<file path="src/include/ctr_macros.svh">
// Sizing macros for the CTR increment engine
// Counter width, slice size and Wishbone widths

`ifndef CTR_MACROS_SVH
`define CTR_MACROS_SVH

// Full counter width in bits
`define CTR_WIDTH 128

// Bits added per clock cycle
`define CTR_SLICE_SIZE 16

// Wishbone data width
`define CTR_WB_DW 32

// Word address width, eight registers
`define CTR_WB_AW 3

`endif

</file>
<file path="src/ctr_pkg.sv">
// Shared types for the CTR increment engine
// Counter, slice, index and bus typedefs, control states
// Register map and command constants

`include "ctr_macros.svh"

package ctr_pkg;

  ////////////////////
  // Data types
  ////////////////////

  typedef logic [`CTR_WIDTH-1:0]      ctr_t;
  typedef logic [`CTR_SLICE_SIZE-1:0] ctr_slice_t;

  // Slice 0 is least significant
  typedef logic [$clog2(`CTR_WIDTH/`CTR_SLICE_SIZE)-1:0] slice_idx_t;

  typedef logic [`CTR_WB_DW-1:0] wb_data_t;
  typedef logic [`CTR_WB_AW-1:0] wb_addr_t;

  // Selects one 32-bit word of the counter
  typedef logic [$clog2(`CTR_WIDTH/`CTR_WB_DW)-1:0] ctr_word_idx_t;

  // Control states, pairwise Hamming distance of two
  typedef enum logic [2:0] {
    CTR_IDLE  = 3'b011,
    CTR_INCR  = 3'b101,
    CTR_ERROR = 3'b110
  } ctr_state_e;

  ////////////////////
  // Register map
  ////////////////////

  // Counter words, least significant first
  localparam wb_addr_t ADDR_CTR0   = wb_addr_t'(0);
  localparam wb_addr_t ADDR_CTR1   = wb_addr_t'(1);
  localparam wb_addr_t ADDR_CTR2   = wb_addr_t'(2);
  localparam wb_addr_t ADDR_CTR3   = wb_addr_t'(3);
  localparam wb_addr_t ADDR_CMD    = wb_addr_t'(4);
  localparam wb_addr_t ADDR_STATUS = wb_addr_t'(5);

  // Only valid nonzero command word
  localparam wb_data_t CMD_INCR = wb_data_t'(32'h0000_000A);

endpackage

</file>
<file path="src/ctr_incr_fsm.sv">
`timescale 1ns/10ps
// Control stage of the CTR increment engine
// Slice walk with carry propagation and terminal error state

`include "ctr_macros.svh"

module ctr_incr_fsm (
  input  logic                clk_i,
  input  logic                rst_ni,

  input  logic                incr_i,
  input  logic                incr_err_i,
  output logic                ready_o,
  output logic                alert_o,

  // Slice port of the storage stage
  output ctr_pkg::slice_idx_t slice_idx_o,
  input  ctr_pkg::ctr_slice_t slice_i,
  output ctr_pkg::ctr_slice_t slice_o,
  output logic                slice_we_o
);

  import ctr_pkg::*;

  ctr_state_e               state_d;
  ctr_state_e               state_q;
  slice_idx_t               idx_d;
  slice_idx_t               idx_q;
  logic                     carry_d;
  logic                     carry_q;
  logic [`CTR_SLICE_SIZE:0] sum;

  ////////////////////
  // Datapath
  ////////////////////

  // One slice plus carry, top bit is carry-out
  assign sum         = {1'b0, slice_i} + {{`CTR_SLICE_SIZE{1'b0}}, carry_q};
  assign slice_o     = sum[`CTR_SLICE_SIZE-1:0];
  assign slice_idx_o = idx_q;

  ////////////////////
  // FSM
  ////////////////////

  always_comb begin
    ready_o    = 1'b0;
    alert_o    = 1'b0;
    slice_we_o = 1'b0;
    state_d    = state_q;
    idx_d      = idx_q;
    carry_d    = carry_q;

    case (state_q)
      CTR_IDLE: begin
        ready_o = 1'b1;
        if (incr_i) begin
          // Start at slice 0 with carry set
          idx_d   = '0;
          carry_d = 1'b1;
          state_d = CTR_INCR;
        end
      end
      CTR_INCR: begin
        slice_we_o = 1'b1;
        idx_d      = idx_q + slice_idx_t'(1);
        carry_d    = sum[`CTR_SLICE_SIZE];
        // Done after the top slice
        if (idx_q == '1) begin
          state_d = CTR_IDLE;
        end
      end
      CTR_ERROR: begin
        // Terminal, only reset leaves
        alert_o = 1'b1;
      end
      default: begin
        // Illegal encoding
        alert_o = 1'b1;
        state_d = CTR_ERROR;
      end
    endcase

    // Bad command wins from any state
    if (incr_err_i) begin
      state_d = CTR_ERROR;
    end
  end

  always_ff @(posedge clk_i or negedge rst_ni) begin
    if (!rst_ni) begin
      state_q <= CTR_IDLE;
      idx_q   <= '0;
      carry_q <= 1'b0;
    end else begin
      state_q <= state_d;
      idx_q   <= idx_d;
      carry_q <= carry_d;
    end
  end

endmodule

</file>
<file path="src/ctr_slice_store.sv">
`timescale 1ns/10ps
// Storage stage of the CTR increment engine
// Eight slice registers, slice read/write port, bus word write port

`include "ctr_macros.svh"

module ctr_slice_store (
  input  logic                   clk_i,
  input  logic                   rst_ni,

  // Slice port from the control stage
  input  ctr_pkg::slice_idx_t    slice_idx_i,
  output ctr_pkg::ctr_slice_t    slice_o,
  input  ctr_pkg::ctr_slice_t    slice_i,
  input  logic                   slice_we_i,

  // Word port from the bus stage
  input  logic                   word_we_i,
  input  ctr_pkg::ctr_word_idx_t word_idx_i,
  input  ctr_pkg::wb_data_t      word_data_i,

  output ctr_pkg::ctr_t          ctr_o
);

  import ctr_pkg::*;

  localparam int unsigned NUM_SLICES      = `CTR_WIDTH / `CTR_SLICE_SIZE;
  localparam int unsigned SLICES_PER_WORD = `CTR_WB_DW / `CTR_SLICE_SIZE;

  ctr_slice_t slice_q [NUM_SLICES];

  // Indexed read for the control stage
  assign slice_o = slice_q[slice_idx_i];

  ////////////////////
  // Slice registers
  ////////////////////

  for (genvar s = 0; s < NUM_SLICES; s++) begin : g_slice
    // Word writes only arrive while the control stage is idle
    always_ff @(posedge clk_i or negedge rst_ni) begin
      if (!rst_ni) begin
        slice_q[s] <= '0;
      end else if (slice_we_i && (slice_idx_i == slice_idx_t'(s))) begin
        slice_q[s] <= slice_i;
      end else if (word_we_i && (word_idx_i == ctr_word_idx_t'(s / SLICES_PER_WORD))) begin
        slice_q[s] <= word_data_i[(s % SLICES_PER_WORD)*`CTR_SLICE_SIZE +: `CTR_SLICE_SIZE];
      end
    end

    // Flat view for bus reads
    assign ctr_o[s*`CTR_SLICE_SIZE +: `CTR_SLICE_SIZE] = slice_q[s];
  end

endmodule

</file>
<file path="src/ctr_unit_top.sv">
`timescale 1ns/10ps
// Top level of the CTR increment engine
// Bus stage, control stage and storage stage

module ctr_unit_top (
  input  logic              clk_i,
  input  logic              rst_ni,

  // Wishbone classic slave
  input  logic              wb_cyc_i,
  input  logic              wb_stb_i,
  input  logic              wb_we_i,
  input  ctr_pkg::wb_addr_t wb_adr_i,
  input  ctr_pkg::wb_data_t wb_dat_i,
  output ctr_pkg::wb_data_t wb_dat_o,
  output logic              wb_ack_o,

  output logic              alert_o
);

  import ctr_pkg::*;

  // Bus to control
  logic          incr;
  logic          incr_err;
  logic          ready;

  // Control to storage
  slice_idx_t    slice_idx;
  ctr_slice_t    slice_rd;
  ctr_slice_t    slice_wd;
  logic          slice_we;

  // Bus to storage
  logic          word_we;
  ctr_word_idx_t word_idx;
  wb_data_t      word_data;
  ctr_t          ctr_q;

  ctr_wb_regs u_wb_regs (
    .clk_i       (clk_i),
    .rst_ni      (rst_ni),
    .wb_cyc_i    (wb_cyc_i),
    .wb_stb_i    (wb_stb_i),
    .wb_we_i     (wb_we_i),
    .wb_adr_i    (wb_adr_i),
    .wb_dat_i    (wb_dat_i),
    .wb_dat_o    (wb_dat_o),
    .wb_ack_o    (wb_ack_o),
    .ready_i     (ready),
    .alert_i     (alert_o),
    .incr_o      (incr),
    .incr_err_o  (incr_err),
    .ctr_i       (ctr_q),
    .word_we_o   (word_we),
    .word_idx_o  (word_idx),
    .word_data_o (word_data)
  );

  ctr_incr_fsm u_incr_fsm (
    .clk_i       (clk_i),
    .rst_ni      (rst_ni),
    .incr_i      (incr),
    .incr_err_i  (incr_err),
    .ready_o     (ready),
    .alert_o     (alert_o),
    .slice_idx_o (slice_idx),
    .slice_i     (slice_rd),
    .slice_o     (slice_wd),
    .slice_we_o  (slice_we)
  );

  ctr_slice_store u_slice_store (
    .clk_i       (clk_i),
    .rst_ni      (rst_ni),
    .slice_idx_i (slice_idx),
    .slice_o     (slice_rd),
    .slice_i     (slice_wd),
    .slice_we_i  (slice_we),
    .word_we_i   (word_we),
    .word_idx_i  (word_idx),
    .word_data_i (word_data),
    .ctr_o       (ctr_q)
  );

endmodule

</file>
<file path="src/ctr_wb_regs.sv">
`timescale 1ns/10ps
// Wishbone classic slave for the CTR increment engine
// Address decode, counter word writes and command check
// Registered ack and read data

`include "ctr_macros.svh"

module ctr_wb_regs (
  input  logic                   clk_i,
  input  logic                   rst_ni,

  // Wishbone classic slave
  input  logic                   wb_cyc_i,
  input  logic                   wb_stb_i,
  input  logic                   wb_we_i,
  input  ctr_pkg::wb_addr_t      wb_adr_i,
  input  ctr_pkg::wb_data_t      wb_dat_i,
  output ctr_pkg::wb_data_t      wb_dat_o,
  output logic                   wb_ack_o,

  // Control stage
  input  logic                   ready_i,
  input  logic                   alert_i,
  output logic                   incr_o,
  output logic                   incr_err_o,

  // Storage stage
  input  ctr_pkg::ctr_t          ctr_i,
  output logic                   word_we_o,
  output ctr_pkg::ctr_word_idx_t word_idx_o,
  output ctr_pkg::wb_data_t      word_data_o
);

  import ctr_pkg::*;

  logic          ack_q;
  logic          req;
  logic          wr_req;
  logic          is_ctr_addr;
  logic          cmd_write;
  logic          cmd_valid;
  logic          cmd_zero;
  ctr_word_idx_t word_sel;
  wb_data_t      status;
  wb_data_t      rdata;
  wb_data_t      rdata_q;
  logic          incr_q;
  logic          incr_err_q;
  logic          word_we_q;
  ctr_word_idx_t word_idx_q;
  wb_data_t      word_data_q;

  ////////////////////
  // Decode
  ////////////////////

  // New access only while ack is low
  assign req    = wb_cyc_i & wb_stb_i & ~ack_q;
  assign wr_req = req & wb_we_i;

  // Addresses 0 to 3 hold the counter words
  assign is_ctr_addr = (wb_adr_i <= ADDR_CTR3);
  assign word_sel    = ctr_word_idx_t'(wb_adr_i);

  // Command word check
  assign cmd_write = wr_req & (wb_adr_i == ADDR_CMD);
  assign cmd_valid = (wb_dat_i == CMD_INCR);
  assign cmd_zero  = (wb_dat_i == '0);

  // Status: bit 0 ready, bit 1 alert
  assign status = wb_data_t'({alert_i, ready_i});

  // Read mux, unmapped and write-only addresses give zero
  always_comb begin
    rdata = '0;
    case (wb_adr_i)
      ADDR_CTR0, ADDR_CTR1, ADDR_CTR2, ADDR_CTR3: begin
        rdata = ctr_i[word_sel*`CTR_WB_DW +: `CTR_WB_DW];
      end
      ADDR_STATUS: begin
        rdata = status;
      end
      default: begin
        rdata = '0;
      end
    endcase
  end

  ////////////////////
  // Registers
  ////////////////////

  // Control strobes
  always_ff @(posedge clk_i or negedge rst_ni) begin
    if (!rst_ni) begin
      ack_q      <= 1'b0;
      incr_q     <= 1'b0;
      incr_err_q <= 1'b0;
      word_we_q  <= 1'b0;
    end else begin
      ack_q      <= req;
      // Increment and word writes dropped while busy
      incr_q     <= cmd_write & cmd_valid & ready_i;
      incr_err_q <= cmd_write & ~cmd_valid & ~cmd_zero;
      word_we_q  <= wr_req & is_ctr_addr & ready_i;
    end
  end

  // Read data and write payload
  always_ff @(posedge clk_i) begin
    if (req) begin
      rdata_q <= rdata;
    end
    if (wr_req) begin
      word_idx_q  <= word_sel;
      word_data_q <= wb_dat_i;
    end
  end

  assign wb_ack_o    = ack_q;
  assign wb_dat_o    = rdata_q;
  assign incr_o      = incr_q;
  assign incr_err_o  = incr_err_q;
  assign word_we_o   = word_we_q;
  assign word_idx_o  = word_idx_q;
  assign word_data_o = word_data_q;

endmodule
</file>
<file path="config.mk">
export PLATFORM = sky130hd
export DESIGN_NAME = ctr_unit_top
export DESIGN_NICKNAME = d
export VERILOG_FILES = /design/src/ctr_pkg.sv /design/src/ctr_incr_fsm.sv /design/src/ctr_slice_store.sv /design/src/ctr_unit_top.sv /design/src/ctr_wb_regs.sv
export VERILOG_INCLUDE_DIRS = /design/src /design/src/include
export SDC_FILE = /design/constraint.sdc
export NUM_CORES = 1
export LEC_CHECK = 0
export BUFFER_PORTS_ARGS = -buffer_cell sky130_fd_sc_hd__buf_2
export CAP_MARGIN = 25
export CORE_MARGIN = 2
export CORE_UTILIZATION = 50
export CTS_CLUSTER_SIZE = 20
export DETAILED_ROUTE_END_ITERATION = 8
export HOLD_SLACK_MARGIN = 0.15
export PLACE_DENSITY = 0.71
export SETUP_SLACK_MARGIN = 0.02
export SYNTH_ARGS = -nofsm -noshare
export SYNTH_HDL_FRONTEND = slang
export SYNTH_HIERARCHICAL = 1
export SYNTH_SLANG_ARGS = --single-unit
</file>
<file path="constraint.sdc">
create_clock -name clk_i -period 2.57 [get_ports clk_i]
set_input_delay 0.1285 -clock clk_i [delete_from_list [all_inputs] [get_ports clk_i]]
set_output_delay 0.1285 -clock clk_i [all_outputs]
set_load 0.02 [all_outputs]
</file>
==> results.json, run 1 <==
{
  "regArea_um2": 5465,
  "worstSetupStartpointType": "flop",
  "pwr-share-clk_pct": 45.8,
  "seqPwrFrac_pct": 50.3,
  "grt_overflow": 0,
  "multi_input_area_um2": 5206,
  "avgSynthCellArea_um2": 11.55,
  "rsz0062_at_grt": "yes",
  "cts_tree": "yes",
  "die_area_um2": 23270,
  "clock_skew_ps": 13.24,
  "path_max_fanout": 26,
  "yosysSeqAreaShare_pct": 49.52,
  "ys_ff_latch": 205,
  "drt-initial-drc-count": 741,
  "final_cell_mix": "mux2i_1, dfrtp_1, buf_4, nand2_1, buf_2",
  "synth_top_area_cell": "dfrtp_1",
  "drtPass1Iterations": 4,
  "initial_core_util_pct": 50.70,
  "viasPerCell": 6.090,
  "die_w_um": 152.5,
  "grt_pass1_vias": 8476,
  "setup_ws_ps": -48.88,
  "grt.total_usage_pct": 26.89,
  "diodes": 0,
  "grt_max_degree": 57,
  "yosys_warnings": 6,
  "netlist_area_um2": 11030,
  "finalSetupViolations": 21,
  "cp.required_ps": 2990,
  "max_slew_margin_pct": 53.10,
  "io_buffers": 73,
  "wl_per_cell_um": 22.78,
  "max_cap_violations": 0,
  "crit_chain": "buf_12, mux2i_1, a211o_1, a22oi_2, nand4_4, nor4_1, xor2_1, buf_4, nor2_1, a21oi_1",
  "wl_met1_mm": 13.09,
  "p_sw_share_pct": 21.84,
  "violations": "setup timing",
  "die_y_um": 152.5,
  "reg2regPathDepth": 10,
  "min_period_ps": 2619,
  "ff2ff_setup_slack_ps": -50,
  "met3_length_mm": 2.388,
  "worstSkewPairLatency_ps": 510,
  "cts_made_buffers": 23,
  "dpl.hpwl_mm": 20.85,
  "route.detailed.drc": 0,
  "cts.path.max_buffers": 3,
  "layout.nets": 1146,
  "max_stage_delay_ps": 490,
  "ant_nets": 0,
  "wl_met2_mm": 15.36,
  "yosys.area.top_type_share_pct": 31.08,
  "worstSetupStartpoint": "u_incr_fsm/slice_idx_o[0]",
  "synthDistinctLibCells": 56,
  "hold_viol": 0,
  "clock-root-buffer": "clkbuf_16",
  "cp_slowest_cell": "dfrtp_2",
  "mostFrequentLayoutCell": "mux2i_1",
  "synth_area_leaders": "dfrtp_1, edfxtp_1, mux2i_1",
  "p_switching_mw": 1.488,
  "fillerInstances": 1758,
  "crit_arrival_ps": 3040,
  "row_count": 54,
  "synth_nets": 999,
  "power.internal_mw": 5.326,
  "htreeDepth": 1,
  "period_share_pct": 101.9,
  "comb_power_share_pct": 3.9,
  "cts_sinks": 205,
  "area_growth_pct": 20.97,
  "dp_slack_ps": -38.51,
  "cp-endpoint": "u_slice_store/ctr_o[111]",
  "setup.worst_path.class": "reg2reg",
  "fin_area_um2": 13340,
  "drive_gt1_share_pct": 26.74,
  "p_leak_nw": 6.325,
  "tightest_slew_ps": 703.5,
  "top_layer": "met4",
  "via_count": 8514,
  "status": "complete, but fails checks",
  "core_area_um2": 21760,
  "hp-class": "in2async",
  "power_mw": 6.814,
  "worst_setup_path_end_kind": "flop",
  "regToRegEndpoint": "u_slice_store/ctr_o[111]",
  "cellPowerDensity_nw_per_um2": 510.6,
  "timing.fmax_ghz": 0.3818,
  "grt_pass1_wl_mm": 48.60,
  "clkTransAtPathRegs_ps": 60,
  "antenna_found_initial": 0,
  "regToRegStartpoint": "u_incr_fsm/slice_idx_o[0]",
  "io_pins": 74,
  "vdd_drop_max_uv": 446.5,
  "routed_wl_mm": 31.84,
  "slew_violations": 0,
  "gp_congestion": 0.9029,
  "place_area_um2": 12050,
  "syn_inst": 955
}
[cell type report]
cell class,count,share of cell area (%)
flip-flops and latches,205,40.96
multi-input cells,657,39.02
repair buffers,205,11.85
clock buffers,31,4.763
well taps,280,2.625
clock inverters,10,0.5063
inverters,10,0.2813
[cell families (layout without fill, tap and decap cells)]
group	count (synthesis)	count (layout)	synth area share, %
AO/OA/AOI/OAI	189	189	10.17
multiplexers	202	202	22.48
AND/OR/NAND/NOR	246	247	11.20
adder cells (fa/ha/maj)	4	4	0.4537
flip-flops	205	205	49.52
buffers and inverters	94	256	4.979
XOR/XNOR	15	15	1.191
[state kept, by name, summed over array words and instances (netlist names)]
register	count
u_incr_fsm/state_q	3
u_wb_regs/incr_err_o	1
u_incr_fsm/slice_idx_o	3
u_incr_fsm/carry_q	1
u_wb_regs/wb_dat_o	32
u_wb_regs/word_idx_o	2
u_wb_regs/wb_ack_o	1
u_wb_regs/word_we_o	1
u_wb_regs/incr_o	1
u_wb_regs/word_data_o	32
u_slice_store/ctr_o	128
[how the worst min path moves through the flow]
stage	from	end	cells past startpoint
2_1_floorplan	rst_ni	u_incr_fsm/carry_q	0
3_3_place_gp	rst_ni	u_wb_regs/wb_ack_o	1
3_5_place_dp	rst_ni	u_wb_regs/wb_ack_o	1
4_1_cts	rst_ni	u_wb_regs/wb_ack_o	2
5_1_grt	rst_ni	u_wb_regs/wb_ack_o	2
6_report	rst_ni	u_slice_store/ctr_o[28]	2
[per-stage QoR]
stage               util, %  hold WS (ps)  std cells  TNS [ps]
global placement      55.38         120.2       1307         0
finish                61.34         140.9       1398    -333.6
CTS                   60.62         168.8       1388    -4.878
floorplan                 -        -167.1        955         0
global route          61.34         193.4       1398     -5949
detailed placement    55.38         122.1       1307    -226.9
[layer usage]
layer,vias up,track usage (%)
li1,3818,-
met1,4232,36.13
met2,394,45.39
met3,70,4.494
met4,0,7.892
met5,-,0
[cells in the mapped netlist (all sizes together)]
library cell,count
a2111oi,2
a211o,3
a211oi,1
a21boi,1
a21oi,64
a221oi,1
a22oi,13
a31oi,1
a41o,1
and2,1
and3b,1
and4b,2
and4bb,3
buf,71
clkbuf,13
clkinv,1
dfrtp,137
dfstp,2
edfxtp,66
ha,4
inv,9
mux2,26
mux2i,142
mux4,34
nand2,83
nand2b,7
nand3,7
nand3b,4
nand4,6
nand4b,3
nor2,73
nor2b,33
nor3,5
nor3b,5
nor4,12
nor4b,1
o21ai,67
o221ai,23
o22ai,9
o2bb2ai,1
o31a,1
o32ai,1
xnor2,4
xor2,11
[critical path, delay by kind of cell (launching register included)]
family	cells	cell delay (ps)
compound gates	3	700
xor+xnor	1	180
buf+inv	2	380
flops	1	490
mux	1	130
simple gates	3	640
[power by group through the flow]
stage / clock, mW / sequential [mW] / combinational [mW]
2_1_floorplan: 0 / 3.49 / 0.0744
3_3_place_gp: 0 / 3.49 / 0.224
3_5_place_dp: 0 / 3.49 / 0.227
4_1_cts: 3.17 / 3.43 / 0.268
5_1_grt: 3.31 / 3.43 / 0.289
6_report: 3.12 / 3.43 / 0.264
[timing repair]
action	in CTS	in global routing
cloned	1	0
endpoints found under the setup margin	34	76
gates resized for setup	8	17
hold endpoints to repair	177	0
hold buffers	35	0
buffers inserted	4	10
pin swaps	2	7
Power figures use the tool's default switching activity.
==> run 2, diff against run 1 <==
--- a/config.mk
+++ b/config.mk
@@ -6,6 +6,7 @@
 export SDC_FILE = /design/constraint.sdc
 export NUM_CORES = 1
 export LEC_CHECK = 0
+export ABC_AREA = 1
 export BUFFER_PORTS_ARGS = -buffer_cell sky130_fd_sc_hd__buf_2
 export CAP_MARGIN = 25
 export CORE_MARGIN = 2
@@ -13,7 +14,7 @@
 export CTS_CLUSTER_SIZE = 20
 export DETAILED_ROUTE_END_ITERATION = 8
 export HOLD_SLACK_MARGIN = 0.15
-export PLACE_DENSITY = 0.71
+export PLACE_DENSITY = 0.7
 export SETUP_SLACK_MARGIN = 0.02
 export SYNTH_ARGS = -nofsm -noshare
 export SYNTH_HDL_FRONTEND = slang
==> run 2 against run 1 <==
- the run now ends clean
- setup slack better by 180 ps
- critical path depth up 9
- first-iteration DRC count increased by 75%
- critical path type unchanged
- critical endpoint unchanged
- highest routed layer unchanged
==> results.json, run 2 <==
{
  "worstSkewPairLatency_ps": 520,
  "worst_setup_path_end_kind": "flop",
  "synth_edf_count": 66,
  "ys.flop_type": "dfrtp_1",
  "p_sw_share_pct": 22.86,
  "synth_area_leaders": "dfrtp_1, nand2_1, edfxtp_1",
  "max_cap_violations": 0,
  "worstSetupStartpointType": "flop",
  "p_switching_mw": 1.557,
  "power.internal_mw": 5.252,
  "grt_overflow": 0,
  "area_growth_pct": 17.55,
  "mostFrequentLayoutCell": "nand2_1",
  "largest_reg_flops": 128,
  "drive_gt1_share_pct": 14.47,
  "timing.fmax_ghz": 0.4107,
  "yosysMostFrequentCell": "nand2_1",
  "via_count": 11550,
  "clkTransAtPathRegs_ps": 60,
  "seqPwrFrac_pct": 50.5,
  "initial_core_util_pct": 51.35,
  "drt-initial-drc-count": 1294,
  "fin_util_pct": 60.37,
  "drtPass1Iterations": 5,
  "synth-xor-area-share_pct": 0.6739,
  "grt_max_degree": 66,
  "row_count": 55,
  "synthArstFlopShare_pct": 67.80,
  "synth_top_family_by_area": "simple AND/OR/NAND/NOR gates",
  "tightest_slew_ps": 937.1,
  "yosysSeqAreaShare_pct": 46.70,
  "comb_power_share_pct": 4.5,
  "avgSynthCellArea_um2": 7.436,
  "netlist_top_cells_count": "nand2_1, nand3_1, dfrtp_1",
  "p_leak_nw": 6.851,
  "grt_pass1_vias": 11010,
  "vdd_drop_max_uv": 390.2,
  "cts.path.max_buffers": 3,
  "synth_top_area_cell": "dfrtp_1",
  "dp_slack_ps": 44.34,
  "antenna_found_initial": 0,
  "route.detailed.drc": 0,
  "final_cell_mix": "nand2_1, nand3_1, dfrtp_1, inv_1, buf_2",
  "viasPerCell": 5.737,
  "io_buffers": 73,
  "die_w_um": 157.0,
  "grt.total_usage_pct": 32.93,
  "core_area_um2": 22780,
  "hold_viol": 0,
  "cts_sinks": 205,
  "synth_nets": 1617,
  "clock_skew_ps": 16.86,
  "synth-compound-area-share_pct": 5.284,
  "slew_violations": 0,
  "crit_arrival_ps": 2830,
  "cellPowerDensity_nw_per_um2": 495.1,
  "hp-class": "in2async",
  "ys_ff_latch": 205,
  "yosys.area_share.simple_pct": 39.48,
  "syn_inst": 1573,
  "layout.nets": 1728,
  "grt_pass1_wl_mm": 61.57,
  "htreeDepth": 1,
  "setup.worst_path.class": "reg2reg",
  "diodes": 0,
  "ant_nets": 0,
  "setup_ws_ps": 135.2,
  "dpl.hpwl_mm": 28.68,
  "cts_made_buffers": 23,
  "die_area_um2": 24630,
  "gp_congestion": 1.010,
  "cts_tree": "yes",
  "power_mw": 6.808,
  "die_y_um": 157.0,
  "cp.required_ps": 2960,
  "fin_area_um2": 13750,
  "synthDistinctLibCells": 33,
  "min_period_ps": 2435,
  "status": "complete, no violations",
  "yosys_warnings": 6,
  "netlist_area_um2": 11700,
  "place_area_um2": 12540,
  "synth_adder_area_share_pct": 0.4279,
  "pwr-share-clk_pct": 44.9,
  "period_share_pct": 94.74,
  "synth.area.mux_share_pct": 0,
  "routed_wl_mm": 40.49,
  "ff2ff_setup_slack_ps": 140,
  "io_pins": 74,
  "clock-root-buffer": "clkbuf_16",
  "fin_setup_tns_ps": 0,
  "finalSetupViolations": 0,
  "wl_per_cell_um": 20.11,
  "yosys.area.top_type_share_pct": 29.31,
  "max_slew_margin_pct": 37.46,
  "path_max_fanout": 21
}
[run 2: cell count changes in the layout (fill, tap and decap cells not counted), moves of 18 or more]
cell	before	now
nor2_1	70	35
o21ai_0	59	0
mux2_2	23	0
o221ai_1	22	0
inv_1	9	80
mux2i_1	142	0
mux4_2	34	0
inv_2	0	18
a22oi_1	4	60
nand2_1	80	649
nand3_1	5	327
a21oi_1	64	31
nor2b_1	33	1
buf_4	84	58
[run 2: stage by stage]
step,hold WS (ps),instances
5_1_grt,235.3,2013
4_1_cts,204.2,2009
6_report,169.0,2013
2_1_floorplan,-167.1,1573
3_3_place_gp,165.5,1932
3_5_place_dp,158.7,1932
[run 2: worst max-delay path: stages, from the launching register on]
cell and delay (ps):
dfrtp_2 450, clkinv_4 110, buf_12 150, buf_16 160
nand2_1 100, nand2_1 70, nand2_1 40, nand2_1 60
nand2_1 60, nand2_2 130, nand2_1 100, nor2_2 150
and2_1 180, nand2_1 60, nand2_1 50, nand2_1 60
inv_1 130, nand3_1 100, nand3_1 110, nand2_1 60
[run 2: cell type report]
type                            instances  area, µm²
Fill cell                            2047       9027
Sequential cell                       205       5465
Multi-Input combinational cell       1177       5458
Timing Repair Buffer                  176       1365
Clock buffer                           34      646.9
Tap cell                              313      391.6
Inverter                              101      386.6
Clock inverter                          7      37.54
[run 2: worst paths after layout]
kind / endpoint / startpoint / cells past startpoint
max reg2reg: u_slice_store/ctr_o[111] / u_incr_fsm/slice_idx_o[0] / 19
min: u_incr_fsm/state_q[2] / rst_ni / 2
max: u_slice_store/ctr_o[111] / u_incr_fsm/slice_idx_o[0] / 19
max in group asynchronous: u_slice_store/ctr_o[114] / rst_ni / 3
min in group clk_i: u_wb_regs/word_we_o / wb_cyc_i / 5
min reg2reg: u_incr_fsm/state_q[0] / u_wb_regs/incr_err_o / 1
[run 2: timing repair]
item / CTS / global route
pin swaps: 0 / 3
setup buffers: 0 / 2
hold buffers: 36 / 0
gates cloned: 0 / 2
setup endpoints to repair: 1 / 78
resized for setup: 2 / 30
hold endpoints to repair: 140 / 0
[run 2: logic make-up after synthesis]
logic type               Yosys count
AO/OA/AOI/OAI                     93
XOR/XNOR                           9
adder cells (fa/ha/maj)            4
buffers and inverters            191
flip-flops                       205
AND/OR/NAND/NOR                 1071
[run 2: metal layers]
metal	vias up	wire length (µm)	global-route usage [%]
li1	5376	-	-
met2	611	19610	55.58
met5	-	0	0
met1	5431	15520	41.68
met4	0	2255	17.08
met3	131	3104	4.047
[run 2: power groups by stage]
stage	logic, mW	registers (mW)	clock network [mW]
3_3_place_gp	0.258	3.50	0
4_1_cts	0.304	3.44	3.11
2_1_floorplan	0.107	3.51	0
5_1_grt	0.340	3.44	3.22
6_report	0.307	3.44	3.06
3_5_place_dp	0.261	3.50	0
